==> config.mk <==
export PLATFORM = sky130hd
export DESIGN_NAME = correlator_top
export DESIGN_NICKNAME = d
export VERILOG_FILES = /design/src/design/corr_pkg.sv /design/src/design/line_conditioner.sv /design/src/design/integration_timer.sv /design/src/design/pulse_counter.sv /design/src/design/lag_correlator.sv /design/src/design/wb_corr_regs.sv /design/src/design/correlator_top.sv
export VERILOG_INCLUDE_DIRS = /design/src /design/src/include
export SDC_FILE = /design/constraint.sdc
export NUM_CORES = 2
export LEC_CHECK = 0
export BUFFER_PORTS_ARGS = -buffer_cell sky130_fd_sc_hd__buf_4
export CORE_ASPECT_RATIO = 0.7
export CORE_MARGIN = 8
export CORE_UTILIZATION = 36
export DETAILED_ROUTE_END_ITERATION = 12
export SLEW_MARGIN = 20
export SYNTH_ARGS = -nofsm -noshare
export SYNTH_HDL_FRONTEND = slang
export SYNTH_HIERARCHICAL = 1
export SYNTH_SLANG_ARGS = --single-unit
export TNS_END_PERCENT = 100
==> constraint.sdc <==
create_clock -name intclk -period 4.3 [get_ports intclk]
set_input_delay 0.645 -clock intclk [delete_from_list [all_inputs] [get_ports intclk]]
set_output_delay 0.645 -clock intclk [all_outputs]
set_load 0.005 [all_outputs]
==> src/include/corr_regs.svh <==
// Host register map of the correlator with its word addresses and bit positions.
`ifndef CORR_REGS_SVH
`define CORR_REGS_SVH

// configuration and status registers.
`define REG_CTRL       8'h00
`define REG_INVERT     8'h01
`define REG_EDGE       8'h02
`define REG_INTEG_LEN  8'h03
`define REG_STATUS     8'h04

// the count of line i sits at base + i.
`define REG_COUNT_BASE 8'h10
// correlation of baseline b and tap t sits at base + b * TAPS + t.
`define REG_CORR_BASE  8'h40

// bit positions inside CTRL and STATUS.
`define CTRL_RUN_BIT    0
`define STATUS_BUSY_BIT 16

`endif

==> src/design/corr_pkg.sv <==
// Correlator package with the configuration, Wishbone and status types and the size limits.
package corr_pkg;

	// ======================================================================
	// size limits
	// ======================================================================

	// the upper bound on the number of pulse lines sets the mask widths.
	localparam int MAX_INPUTS = 8;

	// Wishbone word-address and data widths.
	localparam int WB_AW = 8;
	localparam int WB_DW = 32;
	localparam int WB_SW = WB_DW / 8;

	// ======================================================================
	// types
	// ======================================================================

	// host configuration as written through the register slave.
	typedef struct packed {
		logic                  run;
		logic [MAX_INPUTS-1:0] invert_mask;
		logic [MAX_INPUTS-1:0] edge_mask;
		logic [31:0]           integ_len;
	} corr_cfg_t;

	// master to slave request of a Wishbone classic cycle.
	typedef struct packed {
		logic             cyc;
		logic             stb;
		logic             we;
		logic [WB_AW-1:0] adr;
		logic [WB_DW-1:0] dat_w;
		logic [WB_SW-1:0] sel;
	} wb_req_t;

	// slave to master response.
	typedef struct packed {
		logic             ack;
		logic [WB_DW-1:0] dat_r;
	} wb_rsp_t;

	// state of the integration timer as the host sees it.
	typedef struct packed {
		logic        busy;
		logic [15:0] frame_count;
	} corr_status_t;

endpackage

==> src/design/line_conditioner.sv <==
// Line conditioner that synchronizes, inverts and optionally edge-detects the pulse lines.
`timescale 1ns/100ps

module line_conditioner #(
	parameter int NUM_INPUTS = 4
) (
	input  logic                  intclk,
	input  logic                  rst,
	input  logic [NUM_INPUTS-1:0] line_in,
	input  corr_pkg::corr_cfg_t   cfg,
	output logic [NUM_INPUTS-1:0] pulse
);

	logic [NUM_INPUTS-1:0] sync1;
	logic [NUM_INPUTS-1:0] sync2;
	logic [NUM_INPUTS-1:0] hist;
	logic [NUM_INPUTS-1:0] eff;
	logic [NUM_INPUTS-1:0] inv;
	logic [NUM_INPUTS-1:0] edg;

	assign inv = cfg.invert_mask[NUM_INPUTS-1:0];
	assign edg = cfg.edge_mask[NUM_INPUTS-1:0];

	// effective level of each line after the polarity select.
	assign eff = sync2 ^ inv;

	// ======================================================================
	// synchronizer and output register
	// ======================================================================

	always_ff @(posedge intclk) begin
		if (rst) begin
			sync1 <= '0;
			sync2 <= '0;
			hist  <= '0;
			pulse <= '0;
		end else begin
			sync1 <= line_in;
			sync2 <= sync1;
			hist  <= eff;
			// in edge mode only a low to high step gives a pulse.
			pulse <= eff & ~(hist & edg);
		end
	end

endmodule

==> src/design/integration_timer.sv <==
// Integration timer that frames the windows, strobes their start and end and counts frames.
`timescale 1ns/100ps

module integration_timer (
	input  logic                   intclk,
	input  logic                   rst,
	input  corr_pkg::corr_cfg_t    cfg,
	output logic                   win_start,
	output logic                   win_end,
	output corr_pkg::corr_status_t status
);

	logic        busy;
	logic [31:0] remaining;
	logic [31:0] len_m1;
	logic [15:0] frame_count;

	// windows shorter than two cycles are stretched so the strobes never coincide.
	assign len_m1 = (cfg.integ_len < 32'd2) ? 32'd1 : cfg.integ_len - 32'd1;

	// remaining holds the window cycles still to come after the current one.
	always_ff @(posedge intclk) begin
		if (rst) begin
			busy        <= 1'b0;
			win_start   <= 1'b0;
			win_end     <= 1'b0;
			remaining   <= '0;
			frame_count <= '0;
		end else begin
			win_start <= 1'b0;
			win_end   <= 1'b0;
			if (!busy) begin
				if (cfg.run) begin
					busy      <= 1'b1;
					win_start <= 1'b1;
					remaining <= len_m1;
				end
			end else if (remaining == '0) begin
				frame_count <= frame_count + 16'd1;
				// a cleared run bit stops the timer here at the end of the window.
				if (cfg.run) begin
					win_start <= 1'b1;
					remaining <= len_m1;
				end else begin
					busy <= 1'b0;
				end
			end else begin
				win_end   <= (remaining == 32'd1);
				remaining <= remaining - 32'd1;
			end
		end
	end

	assign status = '{busy: busy, frame_count: frame_count};

endmodule

==> src/design/pulse_counter.sv <==
// Pulse counter with one saturating active-cycle counter per line and a window-end snapshot.
`timescale 1ns/100ps

module pulse_counter #(
	parameter int NUM_INPUTS = 4,
	parameter int RESOLUTION = 16
) (
	input  logic                             intclk,
	input  logic                             rst,
	input  logic [NUM_INPUTS-1:0]            pulse,
	input  logic                             win_start,
	input  logic                             win_end,
	output logic [NUM_INPUTS*RESOLUTION-1:0] counts
);

	logic                  active;
	logic                  snap_due;
	logic [RESOLUTION-1:0] cnt [NUM_INPUTS];

	// the start cycle restarts the count with its own sample.
	always_ff @(posedge intclk) begin
		if (rst) begin
			active   <= 1'b0;
			snap_due <= 1'b0;
			counts   <= '0;
			for (int i = 0; i < NUM_INPUTS; i++)
				cnt[i] <= '0;
		end else begin
			if (win_start)
				active <= 1'b1;
			else if (win_end)
				active <= 1'b0;
			snap_due <= win_end;
			for (int i = 0; i < NUM_INPUTS; i++) begin
				if (win_start)
					cnt[i] <= RESOLUTION'(pulse[i]);
				else if (active && pulse[i] && !(&cnt[i]))
					cnt[i] <= cnt[i] + 1'b1;
				if (snap_due)
					counts[i*RESOLUTION +: RESOLUTION] <= cnt[i];
			end
		end
	end

endmodule

==> src/design/lag_correlator.sv <==
// Lag correlator that counts the coincidences of every baseline at every lag into a snapshot.
`timescale 1ns/100ps

module lag_correlator #(
	parameter int NUM_INPUTS = 4,
	parameter int LAG_CROSS  = 2,
	parameter int RESOLUTION = 16
) (
	input  logic              intclk,
	input  logic              rst,
	input  logic [NUM_INPUTS-1:0] pulse,
	input  logic              win_start,
	input  logic              win_end,
	output logic [NUM_INPUTS*(NUM_INPUTS-1)/2*(2*LAG_CROSS-1)*RESOLUTION-1:0] corr
);

	localparam int TAPS          = 2 * LAG_CROSS - 1;
	localparam int NUM_BASELINES = NUM_INPUTS * (NUM_INPUTS - 1) / 2;
	localparam int NUM_CNT       = NUM_BASELINES * TAPS;
	localparam int DEPTH         = (LAG_CROSS > 1) ? LAG_CROSS - 1 : 1;

	logic [DEPTH-1:0][NUM_INPUTS-1:0]     dl;
	logic [LAG_CROSS-1:0][NUM_INPUTS-1:0] tap;
	logic [NUM_CNT-1:0]                   hit;
	logic                                 active;
	logic                                 snap_due;
	logic [RESOLUTION-1:0]                cnt [NUM_CNT];

	// ======================================================================
	// delay lines
	// ======================================================================

	// tap k is the sample of k cycles ago and reads zero before the window began.
	always_comb begin
		tap[0] = pulse;
		for (int k = 1; k < LAG_CROSS; k++)
			tap[k] = win_start ? '0 : dl[k-1];
	end

	always_ff @(posedge intclk) begin
		if (rst) begin
			dl <= '0;
		end else begin
			dl[0] <= pulse;
			for (int k = 1; k < DEPTH; k++)
				dl[k] <= tap[k];
		end
	end

	// ======================================================================
	// coincidences
	// ======================================================================

	for (genvar i = 0; i < NUM_INPUTS; i++) begin : g_first
		for (genvar j = i + 1; j < NUM_INPUTS; j++) begin : g_second
			localparam int B = i * NUM_INPUTS - i * (i + 1) / 2 + (j - i - 1);
			for (genvar t = 0; t < TAPS; t++) begin : g_tap
				localparam int K = t - (LAG_CROSS - 1);
				if (K >= 0) begin : g_pos
					assign hit[B*TAPS+t] = tap[0][i] & tap[K][j];
				end else begin : g_neg
					assign hit[B*TAPS+t] = tap[0][j] & tap[-K][i];
				end
			end
		end
	end

	// counters saturate at all ones just like the pulse counter.
	always_ff @(posedge intclk) begin
		if (rst) begin
			active   <= 1'b0;
			snap_due <= 1'b0;
			corr     <= '0;
			for (int n = 0; n < NUM_CNT; n++)
				cnt[n] <= '0;
		end else begin
			if (win_start)
				active <= 1'b1;
			else if (win_end)
				active <= 1'b0;
			snap_due <= win_end;
			for (int n = 0; n < NUM_CNT; n++) begin
				if (win_start)
					cnt[n] <= RESOLUTION'(hit[n]);
				else if (active && hit[n] && !(&cnt[n]))
					cnt[n] <= cnt[n] + 1'b1;
				if (snap_due)
					corr[n*RESOLUTION +: RESOLUTION] <= cnt[n];
			end
		end
	end

endmodule

==> src/design/wb_corr_regs.sv <==
// Wishbone classic slave with the configuration registers and the result read-back.
`timescale 1ns/100ps

`include "corr_regs.svh"

module wb_corr_regs #(
	parameter int NUM_INPUTS = 4,
	parameter int LAG_CROSS  = 2,
	parameter int RESOLUTION = 16
) (
	input  logic                   intclk,
	input  logic                   rst,
	input  corr_pkg::wb_req_t      wb_req,
	output corr_pkg::wb_rsp_t      wb_rsp,
	output corr_pkg::corr_cfg_t    cfg,
	input  corr_pkg::corr_status_t status,
	input  logic [NUM_INPUTS*RESOLUTION-1:0] counts,
	input  logic [NUM_INPUTS*(NUM_INPUTS-1)/2*(2*LAG_CROSS-1)*RESOLUTION-1:0] corr
);

	localparam int TAPS     = 2 * LAG_CROSS - 1;
	localparam int NUM_CORR = NUM_INPUTS * (NUM_INPUTS - 1) / 2 * TAPS;
	localparam logic [corr_pkg::MAX_INPUTS-1:0] LINE_MASK =
		~({corr_pkg::MAX_INPUTS{1'b1}} << NUM_INPUTS);

	logic                       req;
	logic                       ack;
	logic [corr_pkg::WB_DW-1:0] rdata;
	logic [corr_pkg::WB_DW-1:0] rd_mux;
	logic [corr_pkg::WB_DW-1:0] wmask;
	logic [corr_pkg::WB_DW-1:0] wr_word;

	assign req    = wb_req.cyc & wb_req.stb;
	assign wb_rsp = '{ack: ack, dat_r: rdata};

	// ======================================================================
	// read multiplexer
	// ======================================================================

	always_comb begin
		int cnt_idx;
		int corr_idx;
		cnt_idx  = int'(wb_req.adr) - int'(`REG_COUNT_BASE);
		corr_idx = int'(wb_req.adr) - int'(`REG_CORR_BASE);
		rd_mux   = '0;
		if (wb_req.adr == `REG_CTRL) begin
			rd_mux[`CTRL_RUN_BIT] = cfg.run;
		end else if (wb_req.adr == `REG_INVERT) begin
			rd_mux[corr_pkg::MAX_INPUTS-1:0] = cfg.invert_mask;
		end else if (wb_req.adr == `REG_EDGE) begin
			rd_mux[corr_pkg::MAX_INPUTS-1:0] = cfg.edge_mask;
		end else if (wb_req.adr == `REG_INTEG_LEN) begin
			rd_mux = cfg.integ_len;
		end else if (wb_req.adr == `REG_STATUS) begin
			rd_mux[15:0]             = status.frame_count;
			rd_mux[`STATUS_BUSY_BIT] = status.busy;
		end else if (cnt_idx >= 0 && cnt_idx < NUM_INPUTS) begin
			rd_mux[RESOLUTION-1:0] = counts[cnt_idx*RESOLUTION +: RESOLUTION];
		end else if (corr_idx >= 0 && corr_idx < NUM_CORR) begin
			rd_mux[RESOLUTION-1:0] = corr[corr_idx*RESOLUTION +: RESOLUTION];
		end
	end

	// ======================================================================
	// writes and handshake
	// ======================================================================

	// byte lanes not selected keep the current register contents.
	always_comb begin
		for (int b = 0; b < corr_pkg::WB_SW; b++)
			wmask[8*b +: 8] = {8{wb_req.sel[b]}};
	end

	assign wr_word = (rd_mux & ~wmask) | (wb_req.dat_w & wmask);

	always_ff @(posedge intclk) begin
		if (rst) begin
			ack <= 1'b0;
			cfg <= '0;
		end else begin
			ack <= req & ~ack;
			if (ack && wb_req.we) begin
				case (wb_req.adr)
					`REG_CTRL:      cfg.run <= wr_word[`CTRL_RUN_BIT];
					`REG_INVERT:    cfg.invert_mask <= wr_word[corr_pkg::MAX_INPUTS-1:0] & LINE_MASK;
					`REG_EDGE:      cfg.edge_mask <= wr_word[corr_pkg::MAX_INPUTS-1:0] & LINE_MASK;
					`REG_INTEG_LEN: cfg.integ_len <= wr_word;
					default:        ;
				endcase
			end
		end
	end

	// read data is sampled when the request is first seen.
	always_ff @(posedge intclk) begin
		if (req && !ack)
			rdata <= rd_mux;
	end

endmodule

==> src/design/correlator_top.sv <==
// Photon-pulse correlator top level with a Wishbone classic host port.
`timescale 1ns/100ps

module correlator_top #(
	parameter int NUM_INPUTS = 4,
	parameter int LAG_CROSS  = 2,
	parameter int RESOLUTION = 16
) (
	input  logic                  intclk,
	input  logic                  rst,
	input  logic [NUM_INPUTS-1:0] line_in,
	input  corr_pkg::wb_req_t     wb_req,
	output corr_pkg::wb_rsp_t     wb_rsp
);

	localparam int TAPS          = 2 * LAG_CROSS - 1;
	localparam int NUM_BASELINES = NUM_INPUTS * (NUM_INPUTS - 1) / 2;

	if (NUM_INPUTS < 2 || NUM_INPUTS > corr_pkg::MAX_INPUTS) begin : g_bad_inputs
		$error("NUM_INPUTS must lie between 2 and MAX_INPUTS.");
	end
	if (RESOLUTION < 1 || RESOLUTION > 32 || LAG_CROSS < 1) begin : g_bad_sizes
		$error("RESOLUTION must lie between 1 and 32 and LAG_CROSS be at least 1.");
	end

	corr_pkg::corr_cfg_t                       cfg;
	corr_pkg::corr_status_t                    status;
	logic                                      win_start;
	logic                                      win_end;
	logic [NUM_INPUTS-1:0]                     pulse;
	logic [NUM_INPUTS*RESOLUTION-1:0]          counts;
	logic [NUM_BASELINES*TAPS*RESOLUTION-1:0] corr;

	line_conditioner #(.NUM_INPUTS(NUM_INPUTS)) u_cond (
		.intclk(intclk), .rst(rst), .line_in(line_in), .cfg(cfg), .pulse(pulse)
	);

	integration_timer u_timer (
		.intclk(intclk), .rst(rst), .cfg(cfg),
		.win_start(win_start), .win_end(win_end), .status(status)
	);

	pulse_counter #(.NUM_INPUTS(NUM_INPUTS), .RESOLUTION(RESOLUTION)) u_count (
		.intclk(intclk), .rst(rst), .pulse(pulse),
		.win_start(win_start), .win_end(win_end), .counts(counts)
	);

	lag_correlator #(
		.NUM_INPUTS(NUM_INPUTS), .LAG_CROSS(LAG_CROSS), .RESOLUTION(RESOLUTION)
	) u_corr (
		.intclk(intclk), .rst(rst), .pulse(pulse),
		.win_start(win_start), .win_end(win_end), .corr(corr)
	);

	wb_corr_regs #(
		.NUM_INPUTS(NUM_INPUTS), .LAG_CROSS(LAG_CROSS), .RESOLUTION(RESOLUTION)
	) u_regs (
		.intclk(intclk), .rst(rst), .wb_req(wb_req), .wb_rsp(wb_rsp),
		.cfg(cfg), .status(status), .counts(counts), .corr(corr)
	);

endmodule

==> results.md <==
- Drt first pass iters: 7
- Hold Path Class: in -> reg
- Sw Share: 23.11%
- Worst EP required: 4.85 ns
- CTS buffer count: 88
- CP max-delay cell: nor4b_1
- DRC Markers: 0
- Crit path time final: 3.119 ns
- Fmax: 320.6 MHz
- Max-slew violations: 0
- Worst Skew: 0.03824 ns
- First-pass GRT wire length: 183.0 mm
- CP Launch Point: u_regs/cfg[1]
- Hold Startpoint: line_in[3]
- Drt total wl: around 120 mm
- Initial antenna violation count: 7
- Crit path buf inv count: 1
- Fillers: 11150
- Peak VDD IR: between 0.0002 and 0.0003 V
- Vias in the first global route: 28090
- Clock group share of total power: 46.4%
- Worst Path Max Fanout: 10
- Slew @ Worst Pin: 1.128 ns
- TNS Setup: 0 ns
- Area delta synth->final: 11.91%
- Worst reg2reg startpoint: u_regs/cfg[1]
- Post-CTS sizing: 0
- CTS Hold Bufs: 0
- Row count: roughly 100
- Vias after detailed routing: 31350
- Crit path launch type: register
- Power Density: 374.0 nW/um^2
- Leakage Power: 15.39 nW
- CTS tree: built
- Dpl hpwl: 87.38 mm
- Average wire per standard cell: 21.43 um
- Placed cell area: about 44000 um^2
- Top-Level Pins: 86
- Outcome: completed
- CP endpoint kind: register
- RSZ-0062 raised after global routing: false
- Worst-Skew Late Latency: about 0.70 ns
- Seq pwr share: between 50% and 60%
- Syn_area_per_cell: 10.35 um^2
- Final instance area: between 40000 and 50000 um^2
- CP delay by family, top: simple AND/OR/NAND/NOR gates
- Final setup fails: 0
- Slew HR: 24.83%
- CTS Buffer Depth: 3
- Final nets: 4133
- Max H-tree Level: 3
- Reg clk slew, reported paths: 0.06 ns
- Switching power: 4.050 mW
- Final ANT Viol Nets: 0
- Max Cap Viol: 0
- Synthesized instance count: 4048
- Internal power: 13.48 mW
- Clock Sinks: 853
- CP max stage delay: 0.62 ns
- Fin crit share: 72.54%
- Sequential Area: roughly 21000 um^2
- Post-DR vias/cell: 5.534
- Layout cell share with drive strength beyond 1: roughly a tenth
- Die Span X: 423.7 um
- Syn_nets: just over 4000
- Arrival time at the worst endpoint: 3.66 ns
- Multi-input gate area: about 20000 um^2
- DP Cell Count: between 5000 and 6000
- Finished Layout Cells: 5665
- Crit path cell chain: inv_1 -> ha_1 -> nor4b_1 -> nand3_1 -> nor4_1 -> xor2_1 -> a221oi_1 -> nor2_1
- Kind of critical path: reg -> reg
- GPL Wtd Cong: approximately 0.89
- Comb pwr share: 3.3%
- CTS root buf: clkbuf_16
- Synth warnings: 6
- Core ar.: 115200 um^2
- Starting Density: about 36%
- Initial DRC count: around 3800
- Fin util: about two fifths
- Post-synthesis cell area: 41880 um^2
- Largest net degree at the start of global routing: around 160
- Final hold vios: 0
- Total track usage: about 18%
- DIE HEIGHT: 301.4 um
- DIE AREA: 127700 um^2
- PortBufs: 85
- GRT Residual Overflow: 0
- Post-CTS setup buffer count: 0
==> power groups by stage <==
stage,registers (mW),logic (mW),clock network [mW]
2_1_floorplan,8.89,0.418,0
3_3_place_gp,8.98,0.580,0
4_1_cts,8.81,0.586,8.30
6_report,8.81,0.587,8.13
5_1_grt,8.83,0.639,8.61
3_5_place_dp,8.98,0.582,0
==> area by class of cell <==
| class | count | share of cell area, % |
|---|---|---|
| Inverter | 77 | 0.6167 |
| Sequential cell | 853 | 44.65 |
| Timing Repair Buffer | 123 | 2.170 |
| Tap cell | 1537 | 4.103 |
| Antenna cell | 2 | 0.01068 |
| Clock inverter | 32 | 0.6834 |
| Clock buffer | 134 | 5.964 |
| Multi-Input combinational cell | 2907 | 41.80 |
==> path summary, 6_finish.rpt <==
kind | cells past startpoint | to | slack, ns
setup / recovery | 8 | u_timer/remaining[16] | 1.18
hold / removal | 2 | u_cond/sync1[3] | 0.17
setup reg to reg | 8 | u_timer/remaining[16] | 1.18
hold reg to reg | 1 | u_cond/pulse[2] | 0.41
==> sequential cells by signal (all words and copies together) (netlist names), 4 cells and up <==
register and cells:
u_cond/hist 4, u_cond/pulse 4, u_cond/sync1 4, u_cond/sync2 4, u_corr/cnt 288, u_corr/corr 288, u_corr/dl 4, u_count/cnt 64
u_count/counts 64, u_regs/cfg 41, u_regs/rdata 32, u_timer/frame_count 16, u_timer/remaining 32
==> layout by cell type (no fill, tap or decap), types with 46 or more instances in the layout <==
cell type / n
mux2i_1: 398
nand2_1: 200
nand4_1: 93
xnor2_1: 203
nor2_1: 814
o21ai_0: 46
clkbuf_16: 101
nand3_1: 198
nor4_1: 64
xor2_1: 142
nor3_1: 117
dfxtp_1: 467
a21oi_1: 98
buf_4: 115
mux4_2: 65
and3_1: 53
inv_1: 77
edfxtp_1: 384
==> per-stage QoR <==
stage	hold slack, ns	power, mW	setup WS [ns]
2_1_floorplan	0.4082	9.304	1.649
3_3_place_gp	0.4209	9.561	0.8384
3_5_place_dp	0.4180	9.567	0.7903
4_1_cts	0.1244	17.69	1.270
5_1_grt	0.1502	18.08	0.9715
6_report	0.1668	17.53	1.181
==> metal layers <==
metal	track usage, %	vias to the layer above	part of all wire, %
met2	23.62	1167	38
met3	4.435	168	9.3
met4	5.156	2	2.6
li1	-	14580	-
met5	0	-	0.011
met1	29.44	15440	50
Note: power is estimated with default switching activity, not from simulation.
